==> src/hw/ch_est_consts.svh <==
`ifndef CH_EST_CONSTS_SVH
`define CH_EST_CONSTS_SVH

// ======================================================================
// pilot pass timing
// ======================================================================

// cycles per pilot pass
`define CE_PASS_LEN       4

// pilot rom addressing
`define CE_NRS_ADDR_W     4
`define CE_NRS_ADDR_STEP  2

// pilot-carrying columns of a subframe
`define CE_COL_0          4'd5
`define CE_COL_1          4'd6
`define CE_COL_2          4'd12
`define CE_COL_3          4'd13

// ======================================================================
// equalizer select tables
// ======================================================================

`define CE_SEQ_LEN        12
`define CE_SEQ_STEPS      6

// pair 0 sits in the low bits, shifted out first
`define CE_SEL_H1_S0      12'b01_11_10_11_01_00
`define CE_SEL_H2_S0      12'b10_11_00_00_01_00
`define CE_SEL_H1_S1      12'b10_11_01_00_01_01
`define CE_SEL_H2_S1      12'b00_10_11_10_10_01
`define CE_SEL_H1_S2      12'b01_10_11_11_00_11
`define CE_SEL_H2_S2      12'b11_10_00_01_00_00

`endif

==> src/hw/ch_est_pkg.sv <==
`include "ch_est_consts.svh"

package ch_est_pkg;

    // ==================================================================
    // state and class encodings
    // ==================================================================

    // pilot pass state, store and add differ in bit 1 only
    typedef enum logic [1:0] {
        PASS_IDLE  = 2'b00,
        PASS_STORE = 2'b01,
        PASS_ADD   = 2'b11
    } pass_state_e;

    // cyclic pilot shift class, picks the select tables
    typedef enum logic [1:0] {
        SHIFT_0 = 2'd0,
        SHIFT_1 = 2'd1,
        SHIFT_2 = 2'd2
    } shift_class_e;

    // ==================================================================
    // grouped signals
    // ==================================================================

    // pass activity from the pass fsm
    typedef struct packed {
        logic       active;
        logic       store;
        logic [1:0] cnt;
        // third averaged estimate done
        logic       est_ready;
    } pass_info_t;

    // estimate memory controls
    typedef struct packed {
        logic [1:0] addr_mem;
        logic       mult_mem_en;
        logic       avg_mem_en;
    } est_mem_t;

    // demapper and pilot rom addressing
    typedef struct packed {
        logic [3:0]                col;
        logic [1:0]                nrs_index_addr;
        logic [`CE_NRS_ADDR_W-1:0] rd_addr_nrs;
    } demap_addr_t;

    // output mux selects toward the equalizer
    typedef struct packed {
        logic       valid;
        logic [1:0] s_h1;
        logic [1:0] s_h2;
        logic       s_est;
    } eqlz_sel_t;

endpackage

==> src/hw/ch_est_ctrl_top.sv <==
`timescale 1ns/1ps

module ch_est_ctrl_top (
    input  logic                    clk,
    input  logic                    rst,
    input  logic                    demap_ready,
    input  logic                    nrs_gen_ready,
    input  logic [2:0]              v_shift,
    output logic                    est_ack_nrs,
    output logic                    est_ack_demap,
    output logic                    demap_read,
    output ch_est_pkg::est_mem_t    mem,
    output ch_est_pkg::demap_addr_t addr,
    output ch_est_pkg::eqlz_sel_t   sel
);

    ch_est_pkg::pass_info_t   pass;
    ch_est_pkg::shift_class_e shift_class;
    logic                     store_start;
    logic                     s_est;

    // ==================================================================
    // pass sequencing
    // ==================================================================

    pilot_pass_fsm u_pass (
        .clk           (clk),
        .rst           (rst),
        .demap_ready   (demap_ready),
        .nrs_gen_ready (nrs_gen_ready),
        .pass          (pass),
        .store_start   (store_start),
        .est_ack_nrs   (est_ack_nrs),
        .est_ack_demap (est_ack_demap),
        .demap_read    (demap_read),
        .mem           (mem)
    );

    // class held per slot pair
    shift_cfg u_shift_cfg (
        .clk         (clk),
        .rst         (rst),
        .v_shift     (v_shift),
        .store_start (store_start),
        .shift_class (shift_class),
        .s_est       (s_est)
    );

    // ==================================================================
    // addressing and equalizer selects
    // ==================================================================

    demap_addr_gen u_addr (
        .clk  (clk),
        .rst  (rst),
        .pass (pass),
        .addr (addr)
    );

    eqlz_sel_seq u_sel (
        .clk         (clk),
        .rst         (rst),
        .pass        (pass),
        .shift_class (shift_class),
        .s_est       (s_est),
        .sel         (sel)
    );

endmodule

==> src/hw/demap_addr_gen.sv <==
`timescale 1ns/1ps
`include "ch_est_consts.svh"

module demap_addr_gen (
    input  logic                    clk,
    input  logic                    rst,
    input  ch_est_pkg::pass_info_t  pass,
    output ch_est_pkg::demap_addr_t addr
);

    logic [1:0]                col_idx_q;
    logic [1:0]                nrs_idx_q;
    logic [`CE_NRS_ADDR_W-1:0] rom_addr_q;
    logic [3:0]                col;

    // ==================================================================
    // free running counters, advance only inside a pass
    // ==================================================================

    always_ff @(posedge clk or negedge rst) begin
        if (!rst) begin
            col_idx_q  <= 2'd0;
            nrs_idx_q  <= 2'd0;
            rom_addr_q <= '0;
        end else if (pass.active) begin
            nrs_idx_q  <= nrs_idx_q + 2'd1;
            rom_addr_q <= rom_addr_q + `CE_NRS_ADDR_W'(`CE_NRS_ADDR_STEP);
            // two cycles per column
            if (pass.cnt[0]) begin
                col_idx_q <= col_idx_q + 2'd1;
            end
        end
    end

    // pilot columns of the subframe
    always_comb begin
        case (col_idx_q)
            2'd0:    col = `CE_COL_0;
            2'd1:    col = `CE_COL_1;
            2'd2:    col = `CE_COL_2;
            default: col = `CE_COL_3;
        endcase
    end

    assign addr.col            = col;
    assign addr.nrs_index_addr = nrs_idx_q;
    assign addr.rd_addr_nrs    = rom_addr_q;

endmodule

==> src/hw/eqlz_sel_seq.sv <==
`timescale 1ns/1ps
`include "ch_est_consts.svh"

module eqlz_sel_seq (
    input  logic                     clk,
    input  logic                     rst,
    input  ch_est_pkg::pass_info_t   pass,
    input  ch_est_pkg::shift_class_e shift_class,
    input  logic                     s_est,
    output ch_est_pkg::eqlz_sel_t    sel
);

    logic [`CE_SEQ_LEN-1:0] h1_q;
    logic [`CE_SEQ_LEN-1:0] h2_q;
    logic [2:0]             win_cnt_q;
    logic                   valid_q;
    logic                   win_last;

    // ==================================================================
    // valid window
    // ==================================================================

    assign win_last = (win_cnt_q == 3'(`CE_SEQ_STEPS - 1));

    always_ff @(posedge clk or negedge rst) begin
        if (!rst) begin
            valid_q   <= 1'b0;
            win_cnt_q <= 3'd0;
        end else if (pass.est_ready) begin
            valid_q   <= 1'b1;
            win_cnt_q <= 3'd0;
        end else if (valid_q) begin
            win_cnt_q <= win_cnt_q + 3'd1;
            if (win_last) begin
                valid_q <= 1'b0;
            end
        end
    end

    // ==================================================================
    // select tables
    // ==================================================================

    // loaded with the window start, one pair dropped per valid cycle
    always_ff @(posedge clk) begin
        if (pass.est_ready) begin
            case (shift_class)
                ch_est_pkg::SHIFT_1: begin
                    h1_q <= `CE_SEL_H1_S1;
                    h2_q <= `CE_SEL_H2_S1;
                end
                ch_est_pkg::SHIFT_2: begin
                    h1_q <= `CE_SEL_H1_S2;
                    h2_q <= `CE_SEL_H2_S2;
                end
                default: begin
                    h1_q <= `CE_SEL_H1_S0;
                    h2_q <= `CE_SEL_H2_S0;
                end
            endcase
        end else if (valid_q) begin
            h1_q <= h1_q >> 2;
            h2_q <= h2_q >> 2;
        end
    end

    assign sel.valid = valid_q;
    assign sel.s_h1  = h1_q[1:0];
    assign sel.s_h2  = h2_q[1:0];
    assign sel.s_est = s_est;

endmodule

==> src/hw/pilot_pass_fsm.sv <==
`timescale 1ns/1ps
`include "ch_est_consts.svh"

module pilot_pass_fsm (
    input  logic                   clk,
    input  logic                   rst,
    input  logic                   demap_ready,
    input  logic                   nrs_gen_ready,
    output ch_est_pkg::pass_info_t pass,
    output logic                   store_start,
    output logic                   est_ack_nrs,
    output logic                   est_ack_demap,
    output logic                   demap_read,
    output ch_est_pkg::est_mem_t   mem
);

    ch_est_pkg::pass_state_e state_q;
    ch_est_pkg::pass_state_e state_next;
    logic [1:0] cnt_q;
    logic       first_slot_q;
    logic       active;
    logic       pass_done;
    logic       mult_en_q;
    logic       avg_en_q;

    // ==================================================================
    // pass state
    // ==================================================================

    assign active    = (state_q != ch_est_pkg::PASS_IDLE);
    // last cycle of a pass
    assign pass_done = active && (cnt_q == 2'(`CE_PASS_LEN - 1));

    always_comb begin
        state_next = state_q;
        case (state_q)
            ch_est_pkg::PASS_IDLE: begin
                // both sources holding a pilot cell
                if (demap_ready && nrs_gen_ready) begin
                    if (first_slot_q) begin
                        state_next = ch_est_pkg::PASS_STORE;
                    end else begin
                        state_next = ch_est_pkg::PASS_ADD;
                    end
                end
            end
            ch_est_pkg::PASS_STORE,
            ch_est_pkg::PASS_ADD: begin
                if (pass_done) begin
                    state_next = ch_est_pkg::PASS_IDLE;
                end
            end
            default: state_next = ch_est_pkg::PASS_IDLE;
        endcase
    end

    always_ff @(posedge clk or negedge rst) begin
        if (!rst) begin
            state_q      <= ch_est_pkg::PASS_IDLE;
            cnt_q        <= 2'd0;
            first_slot_q <= 1'b1;
        end else begin
            state_q <= state_next;
            // wraps back to 0 on the exit edge
            if (active) begin
                cnt_q <= cnt_q + 2'd1;
            end
            // slot flag flips after every pass
            if (pass_done) begin
                first_slot_q <= ~first_slot_q;
            end
        end
    end

    // ==================================================================
    // decoded outputs
    // ==================================================================

    assign est_ack_nrs   = (state_q == ch_est_pkg::PASS_STORE);
    assign est_ack_demap = (state_q == ch_est_pkg::PASS_ADD);
    assign demap_read    = active;
    // first cycle of a store pass, class latch
    assign store_start   = est_ack_nrs && (cnt_q == 2'd0);

    assign pass.active    = active;
    assign pass.store     = est_ack_nrs;
    assign pass.cnt       = cnt_q;
    assign pass.est_ready = est_ack_demap && (cnt_q == 2'd2);

    // write enables trail the product by one cycle
    always_ff @(posedge clk or negedge rst) begin
        if (!rst) begin
            mult_en_q <= 1'b0;
            avg_en_q  <= 1'b0;
        end else begin
            mult_en_q <= est_ack_nrs;
            avg_en_q  <= est_ack_demap;
        end
    end

    assign mem.addr_mem    = cnt_q;
    assign mem.mult_mem_en = mult_en_q;
    assign mem.avg_mem_en  = avg_en_q;

endmodule

==> src/hw/shift_cfg.sv <==
`timescale 1ns/1ps

module shift_cfg (
    input  logic                     clk,
    input  logic                     rst,
    input  logic [2:0]               v_shift,
    input  logic                     store_start,
    output ch_est_pkg::shift_class_e shift_class,
    output logic                     s_est
);

    ch_est_pkg::shift_class_e class_next;
    ch_est_pkg::shift_class_e class_q;

    // v_shift mod 3 picks the pilot layout
    always_comb begin
        case (v_shift)
            3'd0, 3'd3: class_next = ch_est_pkg::SHIFT_0;
            3'd1, 3'd4: class_next = ch_est_pkg::SHIFT_1;
            default:    class_next = ch_est_pkg::SHIFT_2;
        endcase
    end

    // held over a store/add slot pair
    always_ff @(posedge clk or negedge rst) begin
        if (!rst) begin
            class_q <= ch_est_pkg::SHIFT_0;
        end else if (store_start) begin
            class_q <= class_next;
        end
    end

    assign shift_class = class_q;

    // shift 1 swaps estimate pairs between the two output muxes
    assign s_est = (class_q == ch_est_pkg::SHIFT_1);

endmodule

==> config.mk <==
export PLATFORM = sky130hd
export DESIGN_NAME = ch_est_ctrl_top
export DESIGN_NICKNAME = d
export VERILOG_FILES = /design/src/hw/ch_est_pkg.sv /design/src/hw/ch_est_ctrl_top.sv /design/src/hw/demap_addr_gen.sv /design/src/hw/eqlz_sel_seq.sv /design/src/hw/pilot_pass_fsm.sv /design/src/hw/shift_cfg.sv
export VERILOG_INCLUDE_DIRS = /design/src /design/src/hw
export SDC_FILE = /design/constraint.sdc
export NUM_CORES = 1
export LEC_CHECK = 0
export ABC_AREA = 1
export ABC_CLOCK_PERIOD_IN_PS = 1700
export BUFFER_PORTS_ARGS = -buffer_cell sky130_fd_sc_hd__buf_2
export CAP_MARGIN = 10
export CORE_AREA = 2 2 57 100
export DETAILED_ROUTE_END_ITERATION = 8
export DIE_AREA = 0 0 59 102
export HOLD_SLACK_MARGIN = 0.1
export PLACE_DENSITY = 0.57
export RECOVER_POWER = 100
export SYNTH_ARGS = -nofsm -noshare
export SYNTH_HDL_FRONTEND = slang
export SYNTH_HIERARCHICAL = 1
export SYNTH_SLANG_ARGS = --single-unit
==> constraint.sdc <==
create_clock -name clk -period 1.7 [get_ports clk]
set_input_delay 0.17 -clock clk [delete_from_list [all_inputs] [get_ports clk]]
set_output_delay 0.17 -clock clk [all_outputs]
set_load 0.02 [all_outputs]
* Word level (Yosys, flattened, before mapping)
Cells that the tools add are included.
Storage, ports and cells: bits of input ports 7, register bits 45, word-level logic and storage cells 65
Cells by class: add/subtract/negate cells 5, bitwise operators 1, equality and inequality tests 14, reduce and logical (&&, ||, !) cells 15, mux-type cells 17
Operators by type and width (count):
- $mux 12 | 4
- $pmux 12 s2 | 2
- $pmux 4 s3 | 1
- $eq 2x2->1 const B | 5
- $pmux 2 s2 | 2
- $add 2x1->2 const B | 3
- $eq 2x1->1 const B | 3
- $eq 3x3->1 const B | 2
- $logic_not 2->1 | 3
- $mux 2 | 3
- $mux 3 | 2
- $reduce_or 2->1 | 3
- $add 4x2->4 const B | 1
- $logic_and 1x1->1 | 4
- $ne 2x1->1 const B | 2
- $reduce_and 2->1 | 2
- $reduce_bool 2->1 | 2
- $add 3x1->3 const B | 1
- $eq 3x1->1 const B | 1
- $eq 3x2->1 const B | 1
- $logic_not 3->1 | 1
- $mux 1 | 3
- $not 1->1 | 1

* Depth between registers and ports, before layout
word-level depth 4, gate-level depth with buffers 8, gate-level depth less buffers 8

* Cells and area by module
Netlist, hierarchy kept.
Modules (own cells, without submodules):
- eqlz_sel_seq | area each 1204.9 µm², instances 1, seq. area each 790.8 µm², cells each 109
- pilot_pass_fsm | area each 381.6 µm², instances 1, seq. area each 176.4 µm², cells each 44
- demap_addr_gen | area each 372.9 µm², instances 1, seq. area each 175.2 µm², cells each 40
- shift_cfg | area each 121.4 µm², instances 1, seq. area each 50.0 µm², cells each 20

* Worst setup path after synthesis
No wires, ideal clock.
kind register to register, start register u_pass.cnt_q[0], end register u_sel.h1_q[0] (enable), cell stages (with the launch flop) 7, period minus slack after synthesis 1.796 ns, path slack -0.096 ns, buffers on the path 0, data required time 1.340 ns, data arrival time 1.436 ns, cells stage by stage dfrtp_1 inv_1 ha_1 inv_1 nor2_1 inv_2 nand2_2
RTL lines:
- start: declaration | RTL line pilot_pass_fsm.sv:19 | logic [1:0] cnt_q;
- start signal: assignment | RTL line pilot_pass_fsm.sv:66 | cnt_q <= cnt_q + 2'd1;
- end signal: assignment | RTL line eqlz_sel_seq.sv:49 | h1_q <= `CE_SEL_H1_S1;
- end signal: assignment | RTL line eqlz_sel_seq.sv:53 | h1_q <= `CE_SEL_H1_S2;
- end signal: assignment | RTL line eqlz_sel_seq.sv:57 | h1_q <= `CE_SEL_H1_S0;
- end: declaration | RTL line eqlz_sel_seq.sv:13 | logic [`CE_SEQ_LEN-1:0] h1_q;

==> impl_metrics.py <==
metrics = {
    "setup_path": {
        "cp.required_ns": 1.53,
        "crit-reg2reg-launch": "u_pass/cnt_q[0]",
        "endpoint": "addr[9]",
        "crit_arrival_ns": 1.36,
        "start_kind": "flop",
        "rr_worst_depth": 8,
        "worstSetupPathType": "flop to output port",
        "crit_start": "u_addr/col_idx_q[0]",
        "crit_path_top_delay_cell": "dfrtp_1",
        "reg2reg_to": "u_sel/h2_q[2]",
        "rrSetupSlack_ns": 0.21,
        "path_cells": "inv_1 > ha_1 > or2_2 > clkbuf_2",
        "crit_path_end_kind": "output port",
        "slowest_delay_ns": 0.40,
        "crit_fanout": 4,
    },
    "floorplan": {
        "pin_count": 30,
        "coreArea_sq_um": 5170,
        "dieArea_sq_um": 6020,
        "start_util_pct": 40.0,
        "die-width_um": 59,
        "die_h_um": 102,
        "row_count": 35,
    },
    "sta": {
        "tightest_slew_ns": 1.09,
        "fin_skew_ns": 0.00901,
        "fmax_mhz": 654,
        "slew_headroom_pct": 27.6,
        "worst_slack_ns": 0.172,
        "tns_ns": 0,
        "final_max_slew_viol_count": 0,
        "rsz0062_at_grt": "no",
        "min_period_ns": 1.53,
        "setup_viol": 0,
        "hold_violations": 0,
        "fin_crit_sh_pct": 89.9,
    },
    "grt": {
        "grt_usage_pct": 13.1,
        "grt_pass1_wl_um": 5890,
        "antenna_found_initial": 0,
        "grt_max_degree": 26,
        "grt_pass1_vias": 1306,
        "overflow": 0,
    },
    "power": {
        "clockPowerShare_pct": 14.8,
        "irDropWorstVdd_uv": 1040,
        "switchingPower_w": 0.00166,
        "sequentialPowerShare_pct": 46.0,
        "leakagePower_nw": 1.14,
        "swShare_pct": 40.6,
        "p_per_area_nw_per_um2": 1830,
        "p_comb_share_pct": 39.2,
        "p_int_w": 0.00243,
    },
    "drt": {
        "post-route-drc-count": 0,
        "antenna_left": 0,
        "wirelength_um": 3310,
        "drtPass1Iterations": 4,
        "first_iter_violations": 18,
        "routed_via_density": 4.58,
        "vias": 1333,
        "wl_per_cell_um": 11.4,
    },
    "clocking": {
        "cts_resized": 0,
        "clk_pin_slew_worst_paths_ns": 0.08,
        "clock_sinks": 43,
        "cts_root_buf": "clkbuf_8",
        "cts_buffers": 5,
        "h-tree-depth": 2,
        "cts_tree": "done",
        "clk_latency_ns": 0.29,
        "post-cts-setup-buffer-count": 0,
        "clockBufferDepth": 2,
    },
    "final_layout": {
        "syn_to_final_growth_pct": 8.18,
        "nets": 255,
        "fin_area_sq_um": 2230,
        "insertedDiodeCount": 0,
        "drive_gt1_share_pct": 8.05,
        "nFillCells": 540,
        "ff_latch_area_sq_um": 1190,
        "multi_input_area_sq_um": 609,
    },
    "placed_design": {
        "io_buffers": 27,
        "pre_cts_ws_ns": 0.197,
        "place_area_sq_um": 2180,
        "gp_congestion": 0.746,
        "dp_hpwl_um": 2430,
    },
    "flow_run": {
        "drv_cap": 0,
    },
    "yosys": {
        "syn-num-nets": 231,
        "syn_inst": 211,
        "syn-cell-area_sq_um": 2070,
        "yosys_warnings": 6,
        "syn_avg_cell_area_sq_um": 9.79,
    },
    "hold_path": {
        "worstHoldStart": "nrs_gen_ready",
        "hp-class": "input pin to flop",
    },
    "outcome": {
        "outcome": "finished, final reports clean",
    },
}
[metal layers]
metal / track usage (%) / share of wire, % / wire [um]
met2: 22.2 / 52 / 1710
met5: 0 / 0 / 0
met3: 3.04 / 3.5 / 116
met4: 6.82 / 2.1 / 71
met1: 15.0 / 43 / 1410
[timing repair]
action	CTS	global route
endpoints found under the hold margin	19	0
endpoints found under the setup margin	0	0
hold buffers	1	0
[layout make-up]
type / instances / share of cell area [%]
Timing Repair Buffer: 32 / 6.49
Clock buffer: 8 / 3.58
Inverter: 37 / 6.22
Multi-Input combinational cell: 116 / 27.3
Sequential cell: 43 / 53.4
Tap cell: 55 / 3.08
[cell usage in the layout (no fill, tap or decap)]
| cell | instances |
|---|---|
| nand2_1 | 60 |
| inv_1 | 36 |
| clkbuf_1 | 25 |
| edfxtp_1 | 23 |
| dfrtp_1 | 19 |
| ha_1 | 13 |
| nor2_1 | 13 |
| nand3_1 | 9 |
| o21ai_0 | 9 |
| clkbuf_8 | 5 |
| buf_2 | 5 |
| buf_4 | 3 |
| xor2_1 | 3 |
| conb_1 | 2 |
| dlygate4sd3_1 | 1 |
| clkbuf_2 | 1 |
| or2_2 | 1 |
| nand3b_1 | 1 |
| nand2_2 | 1 |
| and3_1 | 1 |
| dfstp_2 | 1 |
| inv_2 | 1 |
| nand2_4 | 1 |
| or2_1 | 1 |
| a21oi_1 | 1 |
[worst min-delay path by stage]
stage	depth (start not counted)	end	slack, ns
after floorplan	0	u_addr/col_idx_q[0]	-0.13
after global placement	1	u_addr/rom_addr_q[2]	0.14
after detailed placement	1	u_addr/rom_addr_q[2]	0.15
after CTS	3	u_pass/state_q[0]	0.15
after global routing	3	u_pass/state_q[0]	0.19
final	3	u_pass/state_q[0]	0.16
[through the flow]
step           power [W]  cells  hold WS [ns]  utilization [%]
6_report         0.00410    291         0.161             43.2
5_1_grt          0.00449    291         0.188             43.2
4_1_cts          0.00427    291         0.149             43.9
3_5_place_dp     0.00364    282         0.148             42.2
3_3_place_gp     0.00362    282         0.141             42.2
2_1_floorplan    0.00326    211        -0.126                -
[worst max-delay path, delay by kind of cell, from the launching register on]
family	cells	cell delay [ns]
buf+inv	2	0.22
fa+ha+maj	1	0.18
flops	1	0.40
simple gates	1	0.26
[state kept, by name, summed over array words and instances, names as in the netlist]
register and count:
u_addr/nrs_idx_q 2, u_sel/h2_q 11, u_sel/h1_q 12, u_sel/valid_q 1, u_shift_cfg/shift_class 2, u_pass/cnt_q 2
u_pass/state_q 2, u_addr/rom_addr_q 3, u_pass/first_slot_q 1, u_addr/col_idx_q 2, u_pass/mult_en_q 1, u_sel/win_cnt_q 3
u_pass/avg_en_q 1
[power by group through the flow]
stage / logic [W] / registers, W / clock network, W
global placement: 0.00171 / 0.00191 / 0
floorplan: 0.00129 / 0.00197 / 0
detailed placement: 0.00173 / 0.00192 / 0
CTS: 0.00174 / 0.00190 / 0.000639
global route: 0.00186 / 0.00195 / 0.000680
finish: 0.00161 / 0.00188 / 0.000606
Power figures use the tool's default switching activity.
